[config.mk]
export PLATFORM = sky130hd
export DESIGN_NAME = load_align
export DESIGN_NICKNAME = d
export VERILOG_FILES = /design/src/hw/lsu_pkg.sv /design/src/hw/load_align.sv
export SDC_FILE = /design/constraint.sdc
export NUM_CORES = 1
export LEC_CHECK = 0
export BUFFER_PORTS_ARGS = -buffer_cell sky130_fd_sc_hd__buf_4
export CORE_UTILIZATION = 35
export DETAILED_ROUTE_END_ITERATION = 10
export PLACE_DENSITY = 0.85
export SLEW_MARGIN = 5
export SYNTH_ARGS = -nofsm -noshare
export SYNTH_HDL_FRONTEND = slang
export SYNTH_SLANG_ARGS = --single-unit
[constraint.sdc]
create_clock -name vclk -period 1.7
set_clock_uncertainty 0.15 [all_clocks]
set_input_delay 0.17 -clock vclk [all_inputs]
set_output_delay 0.17 -clock vclk [all_outputs]
set_load 0.01 [all_outputs]
[src/hw/lsu_pkg.sv]
`default_nettype none

package lsu_pkg;

    // memory geometry
    localparam int MEM_WORDS   = 4096;
    localparam int WORD_ADDR_W = $clog2(MEM_WORDS);
    localparam int LANES       = 4;

    // load latency in wait cycles before the banks are read
    localparam int LOAD_WAIT = 4;
    localparam int CNT_W     = $clog2(LOAD_WAIT + 1);

    localparam logic [6:0] OPC_LOAD  = 7'b0000011;
    localparam logic [6:0] OPC_STORE = 7'b0100011;

    // funct3 size codes
    localparam logic [2:0] F3_B  = 3'b000;
    localparam logic [2:0] F3_H  = 3'b001;
    localparam logic [2:0] F3_W  = 3'b010;
    localparam logic [2:0] F3_BU = 3'b100;
    localparam logic [2:0] F3_HU = 3'b101;

    typedef struct packed {
        logic [11:0] imm;
        logic [4:0]  rs1;
        logic [2:0]  funct3;
        logic [4:0]  rd;
        logic [6:0]  opcode;
    } i_type_t;

    typedef struct packed {
        logic [6:0] imm_hi;
        logic [4:0] rs2;
        logic [4:0] rs1;
        logic [2:0] funct3;
        logic [4:0] imm_lo;
        logic [6:0] opcode;
    } s_type_t;

    // one instruction word, two field layouts
    typedef union packed {
        i_type_t i_view;
        s_type_t s_view;
    } inst_u;

    typedef enum logic [1:0] {
        OP_NONE  = 2'd0,
        OP_LOAD  = 2'd1,
        OP_STORE = 2'd2
    } op_kind_e;

    typedef struct packed {
        op_kind_e               kind;
        logic [2:0]             funct3;
        logic [1:0]             byte_off;
        logic [WORD_ADDR_W-1:0] word_addr;
        logic [31:0]            wdata;
    } mem_op_t;

    // wdata lanes already shifted into place
    typedef struct packed {
        logic [LANES-1:0]       we;
        logic [WORD_ADDR_W-1:0] word_addr;
        logic [31:0]            wdata;
    } bank_wr_t;

endpackage

`default_nettype wire

[src/hw/load_align.sv]
`timescale 1ns/1ps
`default_nettype none

module load_align (
    input  wire lsu_pkg::mem_op_t op,
    input  wire logic [31:0]      rd_word,
    input  wire logic             load_valid,
    output logic      [31:0]      load_data
);
    import lsu_pkg::*;

    logic [7:0]  sel_byte;
    logic [15:0] sel_half;
    logic [31:0] ext;

    always_comb begin
        case (op.byte_off)
            2'd0: sel_byte = rd_word[7:0];
            2'd1: sel_byte = rd_word[15:8];
            2'd2: sel_byte = rd_word[23:16];
            default: sel_byte = rd_word[31:24];
        endcase
        // bit 0 of the offset is ignored for halfwords
        sel_half = op.byte_off[1] ? rd_word[31:16] : rd_word[15:0];
    end

    always_comb begin
        case (op.funct3)
            F3_B: ext = {{24{sel_byte[7]}}, sel_byte};
            F3_H: ext = {{16{sel_half[15]}}, sel_half};
            F3_BU: ext = {24'd0, sel_byte};
            F3_HU: ext = {16'd0, sel_half};
            default: ext = rd_word;
        endcase
    end

    // zero outside the valid cycle
    assign load_data = load_valid ? ext : 32'd0;

endmodule

`default_nettype wire

# Word-level counts from Yosys, hierarchy flattened
# Index checks and enable logic that the tools add are counted.
# op_classes
muxes	4
n_eq_ne	5
reduce_logical	2
# op_table
cell	n
one-hot mux 32 bit (4 select lines)	1
2-to-1 mux 32 bit	1
one-hot mux 8 bit (3 select lines)	1
2-to-1 mux 16 bit	1
== test 3 bit (second input constant)	2
== test 3 x 1 -> 1 bit (second input constant)	1
zero test 3 bit	1
== test 2 x 1 -> 1 bit (second input constant)	1
== test 2 bit (second input constant)	1
zero test 2 bit	1
# totals
reg_bits	0

# Logic depth before layout (Yosys ltp)
# Gate-level depths: netlist of the first run.
# logic_depth
ltp_word	4
mapped_depth	5
ltp_nobuf	3

# Least setup slack after synthesis of the first run
# OpenSTA, ideal clock, no wires.
# synth_timing
path_kind	in2out
from	input op[45] (netlist bit)
to	output load_data[10]
arrival_time_ps	1075
slack_ps	305
path_buffers	2
stages	5
required_ps	1380
path_cell_list	buf_4 > buf_4 > nor2b_1 > a222oi_1 > o22ai_1
# synth_via
elab_chain_cells	4
word_cells_on_any_way	7
cone_classes	2 x eq/ne; 4 x mux; 1 x reduce/logical
# synth_rtl
element	line	text
start, declared	load_align.sv:5	input wire lsu_pkg::mem_op_t op,
== test 2 bit, or another cell as far along	load_align.sv:17	case (op.byte_off)
one-hot mux 8 bit (3 select lines)	load_align.sv:17	
one-hot mux 32 bit (4 select lines) *	load_align.sv:28	case (op.funct3)
2-to-1 mux 32 bit *	load_align.sv:38	assign load_data = load_valid ? ext : 32'd0;
end, declared	load_align.sv:8	output logic [31:0] load_data
# Every way passes the cells marked *; elsewhere a longest branch is shown, timed or not.

# Worst setup path after layout of the first run
# layout_timing
from	input op[44] (netlist bit)
to	output load_data[8]
# layout_via
elab_chain_cells	4
word_cells_on_any_way	6
cone_classes	2 x eq/ne; 3 x mux; 1 x reduce/logical
# layout_rtl
element	line
== test 2 bit, or another cell as far along	load_align.sv:17
one-hot mux 8 bit (3 select lines) *	load_align.sv:17
one-hot mux 32 bit (4 select lines) *	load_align.sv:28
2-to-1 mux 32 bit *	load_align.sv:38
# Marked as above.

==> results of run 1 <==
through the flow:
step / utilization (%) / hold slack, ns
after floorplan: - / 0.2826
after global placement: 58.95 / 0.4856
after detailed placement: 58.95 / 0.4828
after CTS: 59.29 / 0.4866
after global routing: 59.98 / 0.5161
final: 59.98 / 0.4956
worst paths after layout:
kind / from / end / depth (start not counted)
worst min-delay path: op[48] / load_data[14] / 3
worst max-delay path: op[44] / load_data[8] / 6
repair_timing:
item / CTS / global route
endpoints found under the hold margin: 0 / 0
endpoints found under the setup margin: 1 / 3
pin swaps: 0 / 0
cloned: 0 / 0
gates resized for setup: 1 / 4
cell usage in the layout (no fill, tap or decap):
cell type / netlist / routed
a21oi_1: 1 / 1
a21oi_2: 1 / 1
a221oi_1: 1 / 1
a222oi_1: 6 / 6
a22oi_4: 1 / 1
a41oi_1: 2 / 2
and2_1: 6 / 6
and3_1: 2 / 2
buf_4: 4 / 79
buf_6: 4 / 2
inv_1: 3 / 3
mux2_2: 5 / 5
mux2_4: 1 / 1
mux2i_1: 13 / 13
nand2_1: 3 / 3
nand2b_1: 3 / 2
nand2b_4: 0 / 1
nand3_1: 17 / 17
nand4_4: 0 / 1
nor2_1: 2 / 1
nor2_2: 0 / 1
nor2b_1: 14 / 14
o211ai_1: 16 / 16
o221a_2: 6 / 6
o22ai_1: 6 / 6
o31ai_1: 3 / 3
routing by layer:
layer | vias up | part of all wire, % | GRT usage [%]
met2 | 70 | 49 | 38.55
met3 | 2 | 10 | 1.944
met4 | 0 | 0.47 | 0
li1 | 645 | - | -
met1 | 632 | 41 | 28.80
met5 | - | 0 | 0
power groups by stage:
| stage | Sequential, mW | Clock [mW] | Combinational, mW |
|---|---|---|---|
| floorplan | 0 | 0 | 0.235 |
| global placement | 0 | 0 | 0.420 |
| detailed placement | 0 | 0 | 0.430 |
| CTS | 0 | 0 | 0.434 |
| global route | 0 | 0 | 0.473 |
| finish | 0 | 0 | 0.439 |
worst min-delay path, stage by stage:
cell	delay (ns)
buf_4	0.10
o31ai_1	0.07
buf_4	0.14
kinds of logic (layout without fill, tap and decap cells):
kind of cell	after synthesis	after routing	share of synthesized area, %
muxes	19	19	20.72
AOI/OAI and AO/OA	43	43	37.97
and+or+nand+nor	48	48	28.06
buffers and inverters	21	84	13.26
area by class of cell:
class	count	area (µm²)	share of cell area, %
multi-input combinational	110	862.1	56.48
timing repair buffer	81	615.6	40.33
tap	30	37.54	2.459
inverter	3	11.26	0.7377
==> impl_results.md, run 1 <==
- Row cnt: 18
- Routed vias: 1349
- Die Height: between 50 and 60 µm
- Clock buffer count: 0
- Sw frac: 47.00%
- Internal power: 232.8 µW
- Placed instance area: 0.001500 mm²
- Total GRT Usage: 21.44%
- F_max: 0.5942 GHz
- Post-route setup TNS: 0 ns
- Bufs and invs on worst path: 3
- Syn nets: 215
- Fin cells: 224
- Yosys cell types: 26
- I/O pin total: around 120
- Residual DRC: 0
- WL/cell: 15.15 µm
- Final worst slack: between 0.015 and 0.02 ns
- Crit path DAT: 1.36 ns
- Core area: approximately 0.0025 mm²
- Drt first pass iters: 5
- Max FO, Critical Path: 10
- Initial antenna violation count: 0
- Cell area after synthesis: 972.2 µm²
- DR vias/cell: approximately 6.0
- First-iteration detailed-routing DRC count: 51
- Die area: 0.002993 mm²
- Clock power share: 0%
- Initial Util: 38.20%
- Nets: 280
- Placed cell count: about 220
- Area grow syn2layout: 57.01%
- Slew @ Worst Pin: between 0.4 and 0.5 ns
- Crit start category: input pin
- Max Cap Violations: 0
- Flip-flop and latch count: 0
- Flop pwr share: 0%
- WS Path Type: in2out
- Maximum VDD drop: 209.7 µV
- Avg Inst Size Synth: approximately 7.4 µm²
- Crit share post-route: 98.99%
- Area leader, netlist: mux2i_1
- Worst Hold Class: in2out
- Input/output buffers: 70
- Mapped Cells: around 130
- Combinational group share of total power: 100.0%
- Yosys top cell area share: between 10% and 20%
- ANT cells: 0
- First-pass GRT wire length: 4892 µm
- DP Worst Slack: 0.003496 ns
- Max-slew violation count: 0
- Pwr dens: 287.7 mW/mm²
- Ranking of synthesized cells by area: mux2i_1, o211ai_1, nor2b_1
- Most frequent cell after synthesis: nand3_1
- Sequential standard cell area: 0 µm²
- Relative slew slack: 69.88%
- Final count of negative-setup-slack endpoints: 0
- Largest net degree at the start of global routing: 22
- Slowest CP cell: mux2_4
- Net Switching: 206.4 µW
- Worst path cell trace: buf_4, mux2_4, a22oi_4, buf_4, o22ai_1, buf_4
- Max incr delay on CP: 0.31 ns
- Final hold violation count: 0
- Post-CTS setup buffers: 0
- Die W: 54.71 µm
- Fill count: 240
- WL final: about 3400 µm
- Hold-fix buffers at CTS: 0
- Most frequent CP cell: buf_4
- Top Family by Delay on Critical Path: buffers and inverters
- Synth Warn #: 0
- Remaining Overflow, GRT: 0
- Power Total: 439.2 µW
- Final instance area: 0.001526 mm²
- Sequential share of the synthesized area: 0%
- LEAKAGE: 0.7404 nW
- Vias in the first global route: 1113
- WP data required: approximately 1.4 ns
- Outcome: complete, no violations
- Share of layout cells above drive strength 1: 50.52%
- Final GP Congestion: 0.8423
- Min Tclk post-route: between 1.5 and 2 ns
- Hpwl dp: 2662 µm
- Post-route ant nets: 0
- Crit. End Element: output port
- Commonest cells in the synthesized netlist: nand3_1, o211ai_1, nor2b_1
Power figures use the tool's default switching activity.
==> run 2: changes to the inputs <==
MAX_ROUTING_LAYER = met4   (was not set)
PLACE_DENSITY = 0.82   (was 0.85)
==> run 2 against run 1 <==
First-iteration DRC count grew 7.8%. Sequential share of layout area is the same. Flip-flop and latch count is the same. Die area is the same. Critical path depth is the same. Wire length shrank 0.74%. Utilization shrank 0.49 points. Maximum frequency grew 2.3%. Combinational power is essentially flat. Final cell count shrank 0.45%. Via count shrank 2.1%. Clock-buffer cell count is the same. Highest routed layer unchanged.
==> impl_results.md, run 2 (synthesis results as in run 1) <==
- Top Family by Delay on Critical Path: buffers and inverters (unchanged)
- Hpwl dp: 2629 µm (was 2662 µm)
- F_max: 0.6077 GHz (was 0.5942 GHz)
- First-pass GRT wire length: 5161 µm (was 4892 µm)
- Total GRT Usage: 23.22% (was 21.44%)
- Maximum VDD drop: 194.2 µV (was 209.7 µV)
- Share of layout cells above drive strength 1: 50.26% (was 50.52%)
- Routed vias: 1321 (was 1349)
- Final count of negative-setup-slack endpoints: 0 (unchanged)
- Clock power share: 0% (about the same)
- Worst hold path cell count: 3 (unchanged)
- Post-route ant nets: 0 (unchanged)
- WS Path Type: in2out (unchanged)
- Area grow syn2layout: 55.73% (was 57.01%)
- Most frequent CP cell: buf_4 (unchanged)
- Crit start category: input pin (unchanged)
- Flop pwr share: 0% (about the same)
- Post-layout util: 59.49% (was 59.98%)
- Crit path DAT: 1.33 ns (was 1.36 ns)
- Post-route setup TNS: 0 ns (unchanged)
- I/O pin total: 116 (unchanged)
- Min Tclk post-route: 1.645 ns (was 1.683 ns)
- Final GP Congestion: 0.9171 (was 0.8423)
- Crit. End Element: output port (unchanged)
- ANT cells: 0 (unchanged)
- Net Switching: 205.2 µW (was 206.4 µW)
- Slowest CP cell: mux2_4 (unchanged)
- Crit share post-route: 96.79% (was 98.99%)
- Initial Util: 38.20% (unchanged)
- Final hold violation count: 0 (unchanged)
- Core area: 0.002545 mm² (unchanged)
- Worst Hold Class: in2out (unchanged)
- DP Worst Slack: -0.01266 ns (was 0.003496 ns)
- Remaining Overflow, GRT: 0 (unchanged)
- Sequential standard cell area: 0 µm² (unchanged)
- Commonest non-fill, non-tap cell in the layout: buf_4 (unchanged)
- RSZ-0062 raised after global routing: false
- Outcome: complete, no violations (unchanged)
- Internal power: 230.3 µW (was 232.8 µW)
- Pwr dens: 287.7 mW/mm² (about the same)
- Relative slew slack: 81.34% (was 69.88%)
- Residual DRC: 0 (unchanged)
- Row cnt: 18 (unchanged)
- Initial antenna violation count: 0 (unchanged)
- Die Height: 54.71 µm (unchanged)
- Fin cells: 223 (was 224)
- Vias in the first global route: 1104 (was 1113)
- WP data required: 1.38 ns (about the same)
- Sw frac: 47.11% (was 47.00%)
- Worst path cell trace: buf_4, mux2_4, a22oi_4, buf_6, o22ai_1, buf_4 (was buf_4, mux2_4, a22oi_4, buf_4, o22ai_1, buf_4)
- Die W: 54.71 µm (unchanged)
- Max Cap Violations: 0 (unchanged)
- Max-slew violation count: 0 (unchanged)
- Die area: 0.002993 mm² (unchanged)
- Max incr delay on CP: 0.31 ns (about the same)
- Placed cell count: 223 (was 224)
- DR vias/cell: 5.924 (was 6.022)
- Bufs and invs on worst path: 3 (unchanged)
- Hold Crit Endpoint: load_data[15] (was load_data[14])
- Largest net degree at the start of global routing: 28 (was 22)
- Slew @ Worst Pin: 0.2799 ns (was 0.4509 ns)
- WL/cell: 15.11 µm (was 15.15 µm)
- LEAKAGE: 0.7317 nW (was 0.7404 nW)
- Final worst slack: 0.05454 ns (was 0.01716 ns)
- Clock buffer count: 0 (unchanged)
- CP startpoint: op[44] (unchanged)
- Combinational group share of total power: 100.0% (about the same)
- Most frequent cells in the layout: buf_4, nand3_1, o211ai_1 (unchanged)
- Post-CTS setup buffers: 0 (unchanged)
- First-iteration detailed-routing DRC count: 55 (was 51)
- Hold path start: op[48] (unchanged)
- Flip-flop and latch count: 0 (unchanged)
- WL final: 3369 µm (was 3394 µm)
- Nets: 279 (was 280)
- Drt first pass iters: 7 (was 5)
- Input/output buffers: 70 (unchanged)
- Max FO, Critical Path: 13 (was 10)
run 2: cell type report:
class              count  area, µm²
fillers              249       1031
inverters              3      11.26
multi-input cells    110      857.1
repair buffers        80      608.1
well taps             30      37.54
run 2: routing by layer:
| layer | up-vias | part of all wire, % | global-route usage, % |
|---|---|---|---|
| met5 | - | 0 | - |
| met4 | 0 | 0.12 | 0.4274 |
| met3 | 2 | 7.7 | 0 |
| met2 | 65 | 48 | 39.56 |
| met1 | 609 | 44 | 32.20 |
| li1 | 645 | - | - |
run 2: stage by stage:
step	hold slack [ns]	power, mW	instance area, µm²
global placement	0.4936	0.4182	1493
detailed placement	0.4974	0.4275	1493
floorplan	0.2826	0.2351	972.2
CTS	0.5034	0.4315	1501
finish	0.4997	0.4355	1514
global route	0.5180	0.4705	1514
run 2: timing repair:
item                                    CTS  global route
endpoints found under the setup margin    1             7
gates resized for setup                   1             4
endpoints found under the hold margin     0             0
hold buffers                              0             0
run 2: power by group through the flow:
| stage | Combinational, mW | Sequential [mW] | Clock [mW] |
|---|---|---|---|
| finish | 0.436 | 0 | 0 |
| global placement | 0.418 | 0 | 0 |
| floorplan | 0.235 | 0 | 0 |
| CTS | 0.432 | 0 | 0 |
| detailed placement | 0.428 | 0 | 0 |
| global route | 0.470 | 0 | 0 |
run 2: worst max-delay path by stage:
stage                          endpoint  cells after the start
after floorplan           load_data[10]                      5
after global placement    load_data[31]                      5
after detailed placement  load_data[30]                      5
after CTS                  load_data[9]                      6
after global routing      load_data[21]                      6
final                      load_data[9]                      6
==> run 3: changes to the inputs <==
RECOVER_POWER = 100   (was not set)
==> run 3 against run 2 <==
Die area unchanged. Cell area down 5.2%. Wire length up 0.77%. Worst setup slack better by 0.0037 ns. Combinational power down 6.9%. Non-clock buffer count unchanged. Clock-buffer cell count unchanged. First-iteration DRC count up 44%. Critical path depth unchanged. Hold slack worse by 0.018 ns. Via count down 0.61%. Largest cell class unchanged. Global-route usage unchanged.
==> impl_results.md, run 3 (synthesis results as in run 1) <==
- Row cnt: 18 (unchanged)
- Met2 WL: 1577 µm (was 1608 µm)
- Final hold violation count: 0 (unchanged)
- Max FO, Critical Path: 13 (unchanged)
- Pwr dens: 283.0 mW/mm² (was 287.7 mW/mm²)
- LEAKAGE: 0.6512 nW (was 0.7317 nW)
- Largest net degree at the start of global routing: 28 (unchanged)
- ANT cells: 0 (unchanged)
- WL/cell: 15.22 µm (was 15.11 µm)
- Sw frac: 50.43% (was 47.11%)
- WL final: 3395 µm (was 3369 µm)
- Power Total: 406.2 µW (was 435.5 µW)
- F_max: 0.6091 GHz (was 0.6077 GHz)
- Total GRT Usage: 23.22% (unchanged)
- CP startpoint: op[44] (unchanged)
- Core area: 0.002545 mm² (unchanged)
- Flip-flop and latch count: 0 (unchanged)
- Post-route ant nets: 0 (unchanged)
- Outcome: complete, no violations (unchanged)
- Most frequent cells in the layout: buf_4, clkbuf_1, nand3_1 (was buf_4, nand3_1, o211ai_1)
- Worst Hold Class: in2out (unchanged)
- Flop pwr share: 0% (about the same)
- First-pass GRT wire length: 5161 µm (unchanged)
- Clock buffer count: 0 (unchanged)
- Input/output buffers: 70 (unchanged)
- Vias in the first global route: 1104 (unchanged)
- Hold-fix buffers at CTS: 0 (unchanged)
- DR vias/cell: 5.888 (was 5.924)
- RSZ-0062 raised after global routing: false (unchanged)
- WS Path Type: in2out (unchanged)
- Area grow syn2layout: 47.62% (was 55.73%)
- I/O pin total: 116 (unchanged)
- Fill count: 271 (was 249)
- Maximum VDD drop: 192.4 µV (was 194.2 µV)
- WP data required: 1.38 ns (about the same)
- Commonest non-fill, non-tap cell in the layout: buf_4 (unchanged)
- Worst hold path cell count: 3 (unchanged)
- Min Tclk post-route: 1.642 ns (was 1.645 ns)
- Final count of negative-setup-slack endpoints: 0 (unchanged)
- Initial Util: 38.20% (unchanged)
- Uppermost layer routed: met3 (was met4)
- Die Height: 54.71 µm (unchanged)
- Net Switching: 204.8 µW (was 205.2 µW)
- Met3 wire length: 253 µm (was 258 µm)
- Routed vias: 1313 (was 1321)
- Relative slew slack: 81.33% (was 81.34%)
- Hold path start: op[48] (unchanged)
- Crit. End Element: output port (unchanged)
- Sequential standard cell area: 0 µm² (unchanged)
- Remaining Overflow, GRT: 0 (unchanged)
- Max Cap Violations: 0 (unchanged)
- Slew @ Worst Pin: 0.2787 ns (was 0.2799 ns)
- Internal power: 201.3 µW (was 230.3 µW)
- M1 WL: 1564 µm (was 1498 µm)
- Initial antenna violation count: 0 (unchanged)
- Crit path DAT: 1.32 ns (was 1.33 ns)
- Residual DRC: 0 (unchanged)
- Share of layout cells above drive strength 1: 40.41% (was 50.26%)
- Hpwl dp: 2629 µm (unchanged)
- Post-layout util: 56.39% (was 59.49%)
- Combinational group share of total power: 100.0% (about the same)
- Hold Crit Endpoint: load_data[14] (was load_data[15])
- Clock power share: 0% (about the same)
- Final GP Congestion: 0.9171 (unchanged)
- Drt first pass iters: 7 (unchanged)
- Die W: 54.71 µm (unchanged)
- Nets: 279 (unchanged)
- Crit start category: input pin (unchanged)
- First-iteration detailed-routing DRC count: 79 (was 55)
- Max-slew violation count: 0 (unchanged)
- Die area: 0.002993 mm² (unchanged)
- Crit share post-route: 96.58% (was 96.79%)
==> run 3: cell type report <==
class / instances / area [µm²] / share of cell area (%)
Multi-Input combinational cell: 110 / 857.1 / 59.72
Timing Repair Buffer: 80 / 529.3 / 36.88
Tap cell: 30 / 37.54 / 2.616
Inverter: 3 / 11.26 / 0.7847
==> run 3: critical path: stages <==
cell and delay (ns):
buf_4 0.13, mux2_4 0.31, a22oi_4 0.26, buf_6 0.19, o211ai_1 0.10, clkbuf_4 0.17
==> run 3: metal layers <==
metal / GRT usage, % / vias up
met5: - / -
met4: 0.4274 / 0
met3: 0 / 0
met2: 39.56 / 62
met1: 32.20 / 607
li1: - / 644
==> run 3: repair_timing <==
item | CTS | global route
endpoints found under the setup margin | 1 | 7
setup buffers | 0 | 0
cloned | 0 | 0
gates resized for setup | 1 | 4
==> run 3: worst max-delay path by stage <==
stage / to / slack (ns) / cells after the start
floorplan: load_data[10] / 0.31 / 5
global placement: load_data[31] / 0.04 / 5
detailed placement: load_data[30] / -0.01 / 5
CTS: load_data[9] / 0.04 / 6
global route: load_data[2] / 0.007 / 6
finish: load_data[31] / 0.06 / 6
==> run 3: stage by stage <==
step / instances / area, µm² / hold WS [ns] / setup slack, ns / TNS [ns]
after floorplan: 131 / 972.2 / 0.2826 / 0.3053 / 0
after CTS: 223 / 1501 / 0.5034 / 0.03945 / 0
final: 223 / 1435 / 0.4814 / 0.05822 / 0
after detailed placement: 223 / 1493 / 0.4974 / -0.01266 / -0.01367
after global placement: 223 / 1493 / 0.4936 / 0.04319 / 0
after global routing: 223 / 1435 / 0.5043 / 0.007469 / 0
==> run 3: power by group through the flow <==
stage	clock [mW]	sequential (mW)	combinational [mW]
2_1_floorplan	0	0	0.235
3_3_place_gp	0	0	0.418
3_5_place_dp	0	0	0.428
4_1_cts	0	0	0.432
5_1_grt	0	0	0.440
6_report	0	0	0.406
